File: config.mk
export PLATFORM = sky130hd
export DESIGN_NAME = ls_queue
export DESIGN_NICKNAME = d
export VERILOG_FILES = /design/src/logic/ls_pkg.sv /design/src/logic/ls_queue.sv
export SDC_FILE = /design/constraint.sdc
export NUM_CORES = 1
export LEC_CHECK = 0
export BUFFER_PORTS_ARGS = -buffer_cell sky130_fd_sc_hd__buf_4
export CAP_MARGIN = 40
export CORE_AREA = 2 2 359 361
export CTS_CLUSTER_SIZE = 10
export DETAILED_ROUTE_END_ITERATION = 6
export DIE_AREA = 0 0 361 363
export PLACE_DENSITY_LB_ADDON = 0.25
export SYNTH_ARGS = -nofsm -noshare
export SYNTH_HDL_FRONTEND = slang
export SYNTH_SLANG_ARGS = --single-unit
File: constraint.sdc
create_clock -name clk -period 10.35 [get_ports clk]
set_input_delay 0.5175 -clock clk [delete_from_list [all_inputs] [get_ports clk]]
set_output_delay 0.5175 -clock clk [all_outputs]
set_load 0.05 [all_outputs]
File: src/logic/ls_pkg.sv
package ls_pkg;

    // queue geometry
    localparam int lsq_depth = 16;
    localparam int lsq_idx_w = 4;

    // tag, register and datapath widths
    localparam int tag_w = 6;
    localparam int preg_w = 6;
    localparam int data_w = 32;

    // high bit marks a store, low bit a byte access
    typedef enum logic [1:0] {
        op_lw = 2'd0,
        op_lb = 2'd1,
        op_sw = 2'd2,
        op_sb = 2'd3
    } ls_op_e;

    // fields known at decode
    typedef struct packed {
        ls_op_e op;
        logic [preg_w-1:0] phys_rd;
        logic [tag_w-1:0] rob_tag;
    } alloc_t;

    // address port payload, found by tag
    typedef struct packed {
        logic [tag_w-1:0] rob_tag;
        logic [data_w-1:0] addr;
        logic [data_w-1:0] store_data;
    } fill_t;

    // one queue slot
    typedef struct packed {
        alloc_t alloc;
        logic [data_w-1:0] addr;
        logic [data_w-1:0] store_data;
    } lsq_entry_t;

    // completion toward rob and wakeup
    typedef struct packed {
        logic is_load;
        logic [preg_w-1:0] phys_rd;
        logic [tag_w-1:0] rob_tag;
        logic [data_w-1:0] load_data;
    } done_t;

endpackage

File: src/logic/ls_queue.sv
`timescale 1ns/1ps

module ls_queue (
    input  logic                clk,
    input  logic                reset_n,
    input  logic                alloc_valid,
    input  ls_pkg::alloc_t      alloc,
    output logic                alloc_ready,
    input  logic                fill_valid,
    input  ls_pkg::fill_t       fill,
    output logic                head_valid,
    output ls_pkg::lsq_entry_t  head,
    input  logic                pop
);

    // entry storage, payload only
    ls_pkg::lsq_entry_t entries [ls_pkg::lsq_depth];

    // per-slot state
    logic [ls_pkg::lsq_depth-1:0] entry_valid;
    logic [ls_pkg::lsq_depth-1:0] entry_ready;

    // circular pointers
    logic [ls_pkg::lsq_idx_w-1:0] head_ptr;
    logic [ls_pkg::lsq_idx_w-1:0] tail_ptr;

    // occupancy, one bit wider to hold the full count
    logic [ls_pkg::lsq_idx_w:0] count;

    logic alloc_fire;
    logic [ls_pkg::lsq_depth-1:0] fill_hit;

    // full only when every slot is taken
    assign alloc_ready = (count != (ls_pkg::lsq_idx_w + 1)'(ls_pkg::lsq_depth));
    assign alloc_fire = alloc_valid && alloc_ready;

    // oldest entry goes out once its address has arrived
    assign head_valid = entry_valid[head_ptr] && entry_ready[head_ptr];
    assign head = entries[head_ptr];

    // tag compare against every live slot
    // a slot allocated this cycle is not yet valid, so it cannot match
    always_comb begin
        for (int i = 0; i < ls_pkg::lsq_depth; i++) begin
            fill_hit[i] = fill_valid && entry_valid[i] &&
                          (entries[i].alloc.rob_tag == fill.rob_tag);
        end
    end

    // slot contents
    always_ff @(posedge clk) begin
        if (alloc_fire) begin
            entries[tail_ptr].alloc <= alloc;
        end
        for (int i = 0; i < ls_pkg::lsq_depth; i++) begin
            if (fill_hit[i]) begin
                entries[i].addr <= fill.addr;
                entries[i].store_data <= fill.store_data;
            end
        end
    end

    // flags, pointers and count
    always_ff @(posedge clk or negedge reset_n) begin
        if (!reset_n) begin
            entry_valid <= '0;
            entry_ready <= '0;
            head_ptr <= '0;
            tail_ptr <= '0;
            count <= '0;
        end else begin
            // filled slots become ready
            entry_ready <= entry_ready | fill_hit;

            // new slot waits for its address
            if (alloc_fire) begin
                entry_valid[tail_ptr] <= 1'b1;
                entry_ready[tail_ptr] <= 1'b0;
                tail_ptr <= tail_ptr + 1'b1;
            end

            // retire the head, last so it wins over a late fill
            if (pop) begin
                entry_valid[head_ptr] <= 1'b0;
                entry_ready[head_ptr] <= 1'b0;
                head_ptr <= head_ptr + 1'b1;
            end

            // alloc and pop together leave count alone
            case ({alloc_fire, pop})
                2'b10: count <= count + 1'b1;
                2'b01: count <= count - 1'b1;
                default: count <= count;
            endcase
        end
    end

endmodule

==> impl_metrics.json <==
{
  "rrSetupSlack_ns": 7.08,
  "ir_drop_v": 0.000241,
  "fin_skew_ns": 0.0309,
  "slew_violations": 0,
  "ys.flop_type": "edfxtp_1",
  "ys_ff_latch": 1293,
  "p_leak_nw": 18.7,
  "cts_sinks": 1293,
  "syn_area_um2": 50500,
  "cts_root_buf": "clkbuf_16",
  "hold_viol_final": 0,
  "drive_gt1_share_pct": 34.5,
  "crit_path_max_fanout": 29,
  "grt_pass1_vias": 24800,
  "grt_max_degree": 103,
  "pre_cts_ws_ns": 6.39,
  "wl_um": 122000,
  "viasPerCell": 5.64,
  "busiest_layer": "met2",
  "layout.nets": 2521,
  "yosys_warnings": 0,
  "yosysSeqAreaShare_pct": 76.4,
  "period_share_pct": 44.6,
  "status": "finished clean",
  "syn_area_per_cell_um2": 24.2,
  "max-cap-violations": 0,
  "cp.required_ns": 9.83,
  "cts_made_buffers": 151,
  "routabilityCongestion": 0.769,
  "synth_edf_count": 1248,
  "ctsHtreeMaxLevel": 4,
  "ctsResizeCount": 0,
  "crit_chain": "buf_4, buf_16, buf_4, mux4_2, buf_4",
  "cts.path.max_buffers": 3,
  "fp.dieW_um": 361,
  "clock_latency_ns": 0.77,
  "power.density_nw_per_um2": 272,
  "post_drt_wl_per_cell_um": 29.6,
  "grt_antenna_before_repair": 4,
  "min_period_ns": 4.62,
  "final-setup-viol-count": 0,
  "rsz0062_at_grt": "false",
  "worstMarginPinSlew_ns": 0.942,
  "grt_usage_pct": 18.8,
  "worstSetupPathType": "reg -> out",
  "dieHeight_um": 363,
  "use_met2_pct": 31.3,
  "utilization_pct": 46.4,
  "diodes": 0,
  "worstSetupEndpointType": "primary output",
  "drcViolationCount": 0,
  "final_cell_mix": "edfxtp_1, mux4_2, buf_4, clkbuf_16, xor2_1",
  "rows": 131,
  "start_util_pct": 39.8,
  "hpwl_um": 66900,
  "cp-start-kind": "register",
  "num_vias": 23300,
  "grt_pass1_wl_um": 177000,
  "coreArea_um2": 127000,
  "arrival_ns": 4.10,
  "crit_path_top_delay_cell": "dfrtp_4",
  "slew_headroom_pct": 37.2,
  "cts_tree": "built",
  "max_stage_delay_ns": 0.76,
  "fmax_ghz": 0.217,
  "worst_slack_ns": 5.73,
  "hp-class": "in -> reg",
  "drt-initial-drc-count": 2522,
  "cts.clk_slew.worst_paths_ns": 0.06,
  "syn-num-nets": 2191,
  "async_flop_share_pct": 3.48,
  "port_buffers": 168,
  "grtUsageMet1_pct": 25.3,
  "dieArea_um2": 131000,
  "use_met3_pct": 4.19,
  "syn2layout_area_growth_pct": 16.7,
  "power_mw": 16.0,
  "synthCells": 2091,
  "synth_cell_type_count": 42,
  "layout_commonest_cell": "edfxtp_1",
  "grt-ovfl-total": 0,
  "ant_nets": 0,
  "drt_pass1_iterations": 5,
  "io_pins": 169,
  "cp_common_cell": "buf_4",
  "tns_ns": 0
}
==> registers in the layout (all words and copies together) (netlist names) <==
| signal | flops |
|---|---|
| entries | 1248 |
| entry_ready | 16 |
| entry_valid | 16 |
| count | 5 |
| head_ptr | 4 |
| tail_ptr | 4 |
==> worst paths after layout <==
path / from / end / cells after the start
worst max-delay path: head_ptr[2] / head[57] / 5
worst min-delay path: fill[51] / entries[3][51] / 1
worst max register to register: entries[4][67] / entries[4][7] / 5
worst min register to register: count[4] / count[4] / 1
max in group asynchronous: reset_n / head_ptr[2] / 2
min in group asynchronous: reset_n / entry_valid[15] / 2
==> synth_stat cells, drive strengths merged, types with 3 or more instances <==
| library cell | instances | area (µm²) |
|---|---|---|
| o21ai | 3 | 15.0 |
| o22a | 4 | 35.0 |
| o21a | 13 | 97.6 |
| xnor2 | 23 | 201 |
| nand2 | 22 | 82.6 |
| nor2 | 18 | 67.6 |
| xor2 | 85 | 744 |
| nand2b | 3 | 18.8 |
| buf | 73 | 554 |
| nand3 | 22 | 110 |
| o221a | 16 | 180 |
| dfrtp | 45 | 1130 |
| edfxtp | 1248 | 37500 |
| nor4 | 17 | 216 |
| mux4 | 398 | 8960 |
| nand4 | 6 | 37.5 |
| or4 | 12 | 90.1 |
| o211ai | 4 | 35.0 |
| clkbuf | 41 | 155 |
| ha | 11 | 138 |
| inv | 9 | 33.8 |
==> cells by family after synthesis <==
group	after synthesis	share of synthesized area, %
mux	399	17.8
simple gates	109	1.35
flops	1293	76.4
xor+xnor	108	1.87
fa+ha+maj	11	0.273
buf+inv	123	1.47
compound gates	48	0.830
==> timing repair <==
item	in CTS	in global routing
hold buffers	46	0
hold endpoints to repair	477	0
setup buffers	0	0
==> layout make-up <==
type / count / area [µm²]
Timing Repair Buffer: 291 / 2670
Tap cell: 1662 / 2080
Fill cell: 10300 / 68100
Clock buffer: 184 / 3990
Sequential cell: 1293 / 38600
Multi-Input combinational cell: 675 / 11300
Clock inverter: 20 / 284
Inverter: 9 / 33.8
==> worst max-delay path: cells and delay by family (launching register included) <==
family / cells / cell delay, ns
flip-flops: 1 / 0.76
buffers and inverters: 4 / 1.77
multiplexers: 1 / 0.73
==> per-stage QoR <==
| stage | hold WS, ns | instance area [µm²] | cells |
|---|---|---|---|
| after global placement | 0.467 | 53700 | 3862 |
| after detailed placement | 0.484 | 54200 | 3884 |
| after global routing | 0.0252 | 58900 | 4134 |
| after CTS | 0.00000216 | 58900 | 4134 |
| after floorplan | 0.222 | 50500 | 2091 |
| final | 0.0518 | 58900 | 4134 |
==> power breakdown <==
| part | switching [mW] | internal (mW) | leakage (nW) |
|---|---|---|---|
| clock | 1.99 | 2.72 | 2.07 |
| combinational | 2.95 | 2.20 | 4.84 |
| sequential | 0.204 | 5.93 | 11.8 |
| total | 5.15 | 10.9 | 18.7 |
==> per-layer routing <==
layer,share of wire [%],up-vias
li1,-,9586
met1,42,12800
met2,50,745
met3,6.0,168
met4,2.0,6
met5,0.033,-
No activity file was read; power rests on OpenSTA's default activity.
