<file path="src/logic/ls_pkg.sv">
package ls_pkg;

    // queue geometry
    localparam int lsq_depth = 16;
    localparam int lsq_idx_w = 4;

    // tag, register and datapath widths
    localparam int tag_w = 6;
    localparam int preg_w = 6;
    localparam int data_w = 32;

    // high bit marks a store, low bit a byte access
    typedef enum logic [1:0] {
        op_lw = 2'd0,
        op_lb = 2'd1,
        op_sw = 2'd2,
        op_sb = 2'd3
    } ls_op_e;

    // fields known at decode
    typedef struct packed {
        ls_op_e op;
        logic [preg_w-1:0] phys_rd;
        logic [tag_w-1:0] rob_tag;
    } alloc_t;

    // address port payload, found by tag
    typedef struct packed {
        logic [tag_w-1:0] rob_tag;
        logic [data_w-1:0] addr;
        logic [data_w-1:0] store_data;
    } fill_t;

    // one queue slot
    typedef struct packed {
        alloc_t alloc;
        logic [data_w-1:0] addr;
        logic [data_w-1:0] store_data;
    } lsq_entry_t;

    // completion toward rob and wakeup
    typedef struct packed {
        logic is_load;
        logic [preg_w-1:0] phys_rd;
        logic [tag_w-1:0] rob_tag;
        logic [data_w-1:0] load_data;
    } done_t;

endpackage

</file>
<file path="src/logic/mem_pkg.sv">
package mem_pkg;

    // backing store size
    localparam int mem_bytes = 4096;
    localparam int mem_addr_w = 12;

    // cycles from req seen to ack raised
    localparam int mem_latency = 10;

    // request held stable for the whole handshake
    typedef struct packed {
        logic write;
        logic byte_op;
        logic [31:0] addr;
        logic [31:0] wdata;
    } mem_req_t;

    // response, valid while ack is high
    // byte reads come back in the low lane
    typedef struct packed {
        logic [31:0] rdata;
    } mem_rsp_t;

endpackage

</file>
<file path="src/logic/ls_issue.sv">
`timescale 1ns/1ps

module ls_issue (
    input  logic                clk,
    input  logic                reset_n,
    input  logic                head_valid,
    input  ls_pkg::lsq_entry_t  head,
    output logic                pop,
    output logic                mem_req_valid,
    output mem_pkg::mem_req_t   mem_req,
    input  logic                mem_ack,
    input  mem_pkg::mem_rsp_t   mem_rsp,
    output logic                done_valid,
    output ls_pkg::done_t       done
);

    // idle, request out, waiting for ack to drop
    typedef enum logic [1:0] {
        st_idle,
        st_req,
        st_drain
    } state_e;

    state_e state;

    logic start;
    logic finish;
    mem_pkg::mem_req_t req_next;

    // new request only from idle, which implies ack is already low
    assign start = (state == st_idle) && head_valid;
    assign finish = (state == st_req) && mem_ack;

    // request fields from the head opcode
    always_comb begin
        req_next.addr = head.addr;
        case (head.alloc.op)
            ls_pkg::op_lw: begin
                req_next.write = 1'b0;
                req_next.byte_op = 1'b0;
                req_next.wdata = '0;
            end
            ls_pkg::op_lb: begin
                req_next.write = 1'b0;
                req_next.byte_op = 1'b1;
                req_next.wdata = '0;
            end
            ls_pkg::op_sw: begin
                req_next.write = 1'b1;
                req_next.byte_op = 1'b0;
                req_next.wdata = head.store_data;
            end
            default: begin
                // byte store, upper lanes dropped
                req_next.write = 1'b1;
                req_next.byte_op = 1'b1;
                req_next.wdata = {24'b0, head.store_data[7:0]};
            end
        endcase
    end

    // handshake sequencing
    always_ff @(posedge clk or negedge reset_n) begin
        if (!reset_n) begin
            state <= st_idle;
            mem_req_valid <= 1'b0;
            pop <= 1'b0;
            done_valid <= 1'b0;
        end else begin
            // single-cycle pulses
            pop <= 1'b0;
            done_valid <= 1'b0;
            case (state)
                st_idle: begin
                    if (start) begin
                        mem_req_valid <= 1'b1;
                        state <= st_req;
                    end
                end
                st_req: begin
                    // ack seen: release req, free head, report
                    if (mem_ack) begin
                        mem_req_valid <= 1'b0;
                        pop <= 1'b1;
                        done_valid <= 1'b1;
                        state <= st_drain;
                    end
                end
                st_drain: begin
                    // four-phase return to zero
                    if (!mem_ack) begin
                        state <= st_idle;
                    end
                end
                default: state <= st_idle;
            endcase
        end
    end

    // request held stable from launch until ack
    always_ff @(posedge clk) begin
        if (start) begin
            mem_req <= req_next;
        end
    end

    // completion payload, head is still the issuing entry here
    always_ff @(posedge clk) begin
        if (finish) begin
            done.is_load <= ~mem_req.write;
            done.phys_rd <= head.alloc.phys_rd;
            done.rob_tag <= head.alloc.rob_tag;
            if (mem_req.write) begin
                done.load_data <= '0;
            end else if (mem_req.byte_op) begin
                // zero-extend the returned byte
                done.load_data <= {{(ls_pkg::data_w - 8){1'b0}}, mem_rsp.rdata[7:0]};
            end else begin
                done.load_data <= mem_rsp.rdata;
            end
        end
    end

endmodule

</file>
<file path="config.mk">
export PLATFORM = sky130hd
export DESIGN_NAME = ls_issue
export DESIGN_NICKNAME = d
export VERILOG_FILES = /design/src/logic/ls_pkg.sv /design/src/logic/mem_pkg.sv /design/src/logic/ls_issue.sv
export SDC_FILE = /design/constraint.sdc
export NUM_CORES = 1
export LEC_CHECK = 0
export BUFFER_PORTS_ARGS = -buffer_cell sky130_fd_sc_hd__buf_2
export CAP_MARGIN = 10
export CORE_UTILIZATION = 44
export DETAILED_ROUTE_END_ITERATION = 16
export PLACE_DENSITY_LB_ADDON = 0.08
export SLEW_MARGIN = 10
export SYNTH_ARGS = -nofsm -noshare
export SYNTH_HDL_FRONTEND = slang
export SYNTH_SLANG_ARGS = --single-unit
</file>
<file path="constraint.sdc">
create_clock -name clk -period 7.2 [get_ports clk]
set_clock_uncertainty 0.15 [all_clocks]
set_input_delay 1.8 -clock clk [delete_from_list [all_inputs] [get_ports clk]]
set_output_delay 1.8 -clock clk [all_outputs]
set_load 0.03 [all_outputs]
</file>
==> results of run 1 <==
-- kinds of logic (layout without fill, tap and decap cells) --
kind of cell           Yosys count  count (layout)  synth area share
flip-flops                     115             115            0.8580
XOR/XNOR                         1               1          0.002189
buffers and inverters           10             262           0.01470
AO/OA/AOI/OAI                    4               4          0.005628
AND/OR/NAND/NOR                 70              70            0.1195
-- power groups by stage --
stage          combinational, mW  clock (mW)  sequential (mW)
5_1_grt                    0.576       0.935            0.983
2_1_floorplan             0.0977           0             1.26
4_1_cts                    0.555       0.908            0.969
3_3_place_gp               0.550           0            0.978
3_5_place_dp               0.555           0            0.981
6_report                   0.549       0.892            0.967
-- how the worst max path moves through the flow --
stage | start | to | depth (start not counted)
4_1_cts | mem_req[65]$_DFFE_PP_ | mem_req[65] | 1
5_1_grt | mem_req[65]$_DFFE_PP_ | mem_req[65] | 1
3_3_place_gp | mem_ack | done[10]$_SDFFCE_PP0P_ | 2
3_5_place_dp | mem_ack | done[3]$_SDFFCE_PP0P_ | 2
2_1_floorplan | head_valid | mem_req[0]$_DFFE_PP_ | 1
6_report | mem_req[65]$_DFFE_PP_ | mem_req[65] | 1
-- final cells by class --
class | instances | area [sq um] | share of cell area
multi-input cells | 75 | 521.8 | 0.08876
repair buffers | 228 | 1144 | 0.1946
flip-flops and latches | 115 | 3433 | 0.5841
clock buffers | 19 | 421.7 | 0.07173
clock inverters | 12 | 211.5 | 0.03597
well taps | 108 | 135.1 | 0.02299
inverters | 3 | 11.26 | 0.001916
-- per-stage QoR --
| stage | total power, mW | instances |
|---|---|---|
| final | 2.408 | 560 |
| after global placement | 1.528 | 529 |
| after detailed placement | 1.536 | 529 |
| after global routing | 2.494 | 560 |
| after CTS | 2.433 | 560 |
| after floorplan | 1.355 | 200 |
-- cells in the final DEF (no fill, tap or decap), drive strengths merged, types with 2 or more instances in the layout --
master and count:
and2b 2, clkbuf 19, edfxtp 111, o21ai 2, dfrtp 4, inv 3
clkinv 6, and2 56, buf 228, bufinv 6, nor2b 7, nor2 3
-- metal layers --
| metal | wire (um) | track usage |
|---|---|---|
| met3 | 868 | 0.1007 |
| met2 | 4151 | 0.2867 |
| met1 | 3124 | 0.1918 |
| met5 | 0 | 0 |
| met4 | 233 | 0.08937 |
-- sequential cells by signal (all words and copies together), names as in the netlist --
signal and flops:
done 45, done_valid 1, state 2, mem_req 66, mem_req_valid 1
-- worst min-delay path, stage by stage, from the launching register on --
cell     delay [ps]
dfrtp_1         360
o21ai_0          80
o21ai_0          70
==> results_dict.tcl, run 1 <==
set metrics [dict create \
    cts_sinks 115 \
    status "finished, final reports clean" \
    setup_ws_ps 3946 \
    finalHoldViolations 0 \
    die_w_um 97.36 \
    antenna_found_initial 0 \
    clock_path_buffers 2 \
    synth_seq_cells 115 \
    clkPwrFrac 0.370 \
    cp_data_required_time_ps 5250 \
    yosysWarnings 0 \
    vias 2516 \
    seq_area_frac_synth 0.8580 \
    place.gp.congestion 0.7614 \
    p_seq_frac 0.402 \
    avgViaCountPerCell 4.493 \
    overflow 0 \
    r2r-start "state[1]$_DFFE_PN0P_" \
    synth.avg_cell_area_sq_um 20.01 \
    synth_common_cells "edfxtp_1 (111), and2_1 (29), and2_2 (27)" \
    slowest_delay_ps 540 \
    finalCriticalPeriod_ps 3254 \
    final_cell_area_sq_um 5878 \
    hold_depth 2 \
    grt_pass1_wl_mm 12.65 \
    rows 34 \
    cts_resized 0 \
    synth.area.top_cells "edfxtp_1 (83%), and2_2 (5.1%), and2_1 (4.5%)" \
    grt_pass1_vias 2552 \
    cp_slowest_cell "edfxtp_1" \
    die_area_sq_um 9479 \
    synth_top_area_cell "edfxtp_1" \
    powerDensity_nw_per_um2 409.6 \
    initial_core_util 0.4566 \
    die_height_um 97.36 \
    cts_hold_buffers 0 \
    postPlaceCellArea_sq_um 5245 \
    critPathArrivalTime_ps 1300 \
    r2r_cells 2 \
    drtIter0Drc 72 \
    synth_most_common_cell "edfxtp_1" \
    leakagePower_nw 2.562 \
    syn-instance-count 200 \
    synth_fp_nets 314 \
    max_freq_mhz 307.3 \
    synth_top_area_share 0.8330 \
    cp-end-kind "primary output" \
    wl_mm 8.378 \
    grt_usage 0.1799 \
    hpwl_mm 6.023 \
    rsz0062_at_grt "no" \
    final_core_util 0.6708 \
    critPathTopFamily "flip-flops" \
    io_buffers 227 \
    cts_buffers 17 \
    async_flop_share 0.03478 \
    rrSetupSlack_ps 5210 \
    swShare 0.3015 \
    path_buf_inv 1 \
    yosys_most_used_dff "edfxtp_1" \
    setup_violations 0 \
    grt_max_degree 67 \
    num_io_pins 228 \
    critPathKind "reg -> out" \
    start_kind "flip-flop" \
    antenna_left 0 \
    n_antenna_cell 0 \
    synth_cell_type_count 20 \
    p_int_mw 1.682 \
    min_to "mem_req_valid$_DFFE_PN0P_" \
    worst_r2r_endpoint "done[2]$_SDFFCE_PP0P_" \
    root_buffer "clkbuf_8" \
    core_sq_um 8763 \
    max_cap_viol_count 0 \
    vdd_ir_drop_max_mv 0.1959 \
    clkTransAtPathRegs_ps 50 \
    dr.pass1.iters 4 \
    post_cts_buffers 0 \
    final.setup.tns_ps 0 \
    drc 0 \
    worstSkewPairLatency_ps 500 \
    area.growth.synth_to_final_pct 46.90 \
    layout-drive-gt1-share 0.6327 \
    finalCritPeriodShare 0.4520 \
    p_switching_mw 0.7259 \
    hp-class "reg -> reg" \
    wl_per_cell_um 14.96 \
    tightest_slew_ps 1032 \
    slew_viol_final 0 \
    hold-worst-slack_ps 406.0 \
    slew_headroom 0.3122 \
    syn-cell-area_sq_um 4001 \
    p_comb_frac 0.228 \
    htreeDepth 4 \
    min-delay-start "mem_req_valid$_DFFE_PN0P_" \
    nFillCells 666 \
    synth-edff-count 111 \
    dpl_worst_slack_ps 3859 \
    path_max_fanout 11 \
    crit_chain "buf_2" \
    fin_nets 554 \
    cts_tree "built" \
]
Power figures use the tool's default switching activity.
==> run 2: changes to the inputs <==
Settings changed: ABC_AREA set to 1, CORE_UTILIZATION 44 to 40.
Clock period 7.2 ns to 2.75 ns, I/O delays scaled along.
==> run 2 against run 1 <==
Net effect:
- non-clock buffer count up 4
- flip-flop and latch count unchanged
- sequential share of layout area shrank 1.3 points
- synthesized cell count up 35%
- clock power rose to 2.6 times the previous value
- largest power group unchanged
==> results_dict.tcl, run 2 <==
set metrics [dict create \
    root_buffer "clkbuf_8" \
    area.growth.synth_to_final_pct 47.05 \
    grt_pass1_vias 2602 \
    vias 2741 \
    synth_common_cells "edfxtp_1 (111), inv_1 (69), nor2_1 (48)" \
    die_area_sq_um 10630 \
    io_buffers 227 \
    layout_common_cells "buf_2 (227), edfxtp_1 (111), inv_1 (67)" \
    wl_per_cell_um 13.04 \
    tightest_slew_ps 427.4 \
    p_int_mw 4.378 \
    r2r_cells 4 \
    async_flop_share 0.03478 \
    cts_buffers 17 \
    max_freq_mhz 460.5 \
    finalHoldViolations 0 \
    layout-drive-gt1-share 0.5143 \
    setup_violations 0 \
    rsz0062_at_grt "no" \
    path_buf_inv 1 \
    synth_most_common_cell "edfxtp_1" \
    min_to "mem_req[35]$_DFFE_PP_" \
    p_switching_mw 1.902 \
    swShare 0.3028 \
    layout.cells.most_common "buf_2" \
    wl_mm 8.556 \
    leakagePower_nw 2.891 \
    finalCritPeriodShare 0.7897 \
    slowest_delay_ps 560 \
    drtIter0Drc 74 \
    die_w_um 103.1 \
    worst_r2r_endpoint "mem_req[29]$_DFFE_PP_" \
    drc 0 \
    worstSkewPairLatency_ps 490 \
    path_max_fanout 11 \
    p_comb_frac 0.231 \
    final_core_util 0.6121 \
    place.gp.congestion 0.7266 \
    status "finished, final reports clean" \
    hold_depth 1 \
    cp_slowest_cell "edfxtp_1" \
    start_kind "flip-flop" \
    grt_usage 0.1586 \
    synth_seq_cells 115 \
    max_cap_viol_count 0 \
    core_sq_um 9819 \
    rows 36 \
    seq_area_frac_synth 0.8399 \
    critPathTopFamily "flip-flops" \
    r2r-start "state[0]$_DFFE_PN0P_" \
    yosys_most_used_dff "edfxtp_1" \
    vdd_ir_drop_max_mv 0.4993 \
    min-delay-start "head[35]" \
    synth.avg_cell_area_sq_um 15.14 \
    clock_path_buffers 2 \
    critPathArrivalTime_ps 1330 \
    fin_nets 625 \
    hp-class "in -> reg" \
    initial_core_util 0.4163 \
    cp-startpoint "mem_req[65]$_DFFE_PP_" \
    clkTransAtPathRegs_ps 60 \
    rrSetupSlack_ps 980 \
    die_height_um 103.1 \
    clkPwrFrac 0.371 \
    cts_sinks 115 \
    crit_chain "buf_2" \
    synth-edff-count 111 \
    synth_top_area_cell "edfxtp_1" \
    dr.pass1.iters 4 \
    syn-instance-count 270 \
    hold-worst-slack_ps 209.8 \
    powerDensity_nw_per_um2 1045 \
    finalCriticalPeriod_ps 2172 \
    critPathKind "reg -> out" \
    slew_viol_final 0 \
    num_io_pins 228 \
    synth.area.top_cells "edfxtp_1 (82%), inv_1 (6.3%), nor2_1 (4.4%)" \
    avgViaCountPerCell 4.178 \
    final.setup.tns_ps 0 \
    cts_tree "built" \
    overflow 0 \
    slew_headroom 0.7146 \
    syn-cell-area_sq_um 4088 \
    htreeDepth 4 \
    p_seq_frac 0.398 \
    largestRegisters "mem_req (66), done (45), state (2)" \
    hpwl_mm 6.243 \
    grt_max_degree 49 \
    yosysWarnings 0 \
    antenna_found_initial 0 \
    total_power_mw 6.280 \
    grt_pass1_wl_mm 11.98 \
    antenna_left 0 \
    synth_cell_type_count 14 \
    cp_data_required_time_ps 1910 \
    synth_top_area_share 0.8154 \
    n_antenna_cell 0 \
    synth_fp_nets 384 \
    largest_reg_flops 66 \
    top_register "mem_req" \
    cp-end-kind "primary output" \
]
-- run 2: power groups by stage --
stage / logic, mW / clock network (mW) / registers [mW]
final: 1.45 / 2.33 / 2.50
after global routing: 1.56 / 2.44 / 2.54
after CTS: 1.48 / 2.37 / 2.51
after detailed placement: 1.47 / 0 / 2.53
after global placement: 1.46 / 0 / 2.53
after floorplan: 0.294 / 0 / 3.23
-- run 2: layout make-up --
cell class | count | area [sq um]
clock inverter | 14 | 216.5
timing repair buffer | 232 | 1201
clock buffer | 17 | 414.1
multi-input combinational | 76 | 320.3
sequential | 115 | 3433
inverter | 69 | 259.0
tap | 133 | 166.4
fill | 841 | 3809
-- run 2: how the worst max path moves through the flow --
stage / to / depth (start not counted)
after floorplan: mem_req[0]$_DFFE_PP_ / 2
after global placement: mem_req[57]$_DFFE_PP_ / 4
after detailed placement: mem_req[40]$_DFFE_PP_ / 4
after CTS: mem_req[65] / 1
after global routing: mem_req[65] / 1
final: mem_req[65] / 1
-- run 2: worst register-to-register path: stages, from the launching register on --
cell,delay [ps]
dfrtp_1,400
nor2_1,120
nand2_1,100
inv_2,340
buf_12,320
-- run 2: repair_timing --
item,CTS,global route
setup buffers,0,0
setup endpoints to repair,0,0
hold buffers,1,0
hold endpoints to repair,4,0
gates resized for setup,0,0
-- run 2: through the flow --
step	instances	setup WS [ps]	cell area, sq um
2_1_floorplan	270	131.3	4088
3_3_place_gp	624	755.2	5370
3_5_place_dp	624	733.9	5370
4_1_cts	656	532.8	6011
5_1_grt	656	482.5	6011
6_report	656	578.3	6011
-- run 2: kinds of logic (layout without fill, tap and decap cells) --
group / count (synthesis) / count (layout) / share of synthesized area
buffers and inverters: 79 / 332 / 0.08173
flip-flops: 115 / 115 / 0.8399
AND/OR/NAND/NOR: 75 / 75 / 0.07713
AO/OA/AOI/OAI: 1 / 1 / 0.001223
-- run 2: metal layers --
layer | GRT usage | routed length, um | vias up
met1 | 0.1615 | 3059 | 1232
met2 | 0.2605 | 4334 | 149
met5 | 0 | 0 | -
li1 | - | - | 1342
met3 | 0.08814 | 993 | 18
met4 | 0.08451 | 168 | 0
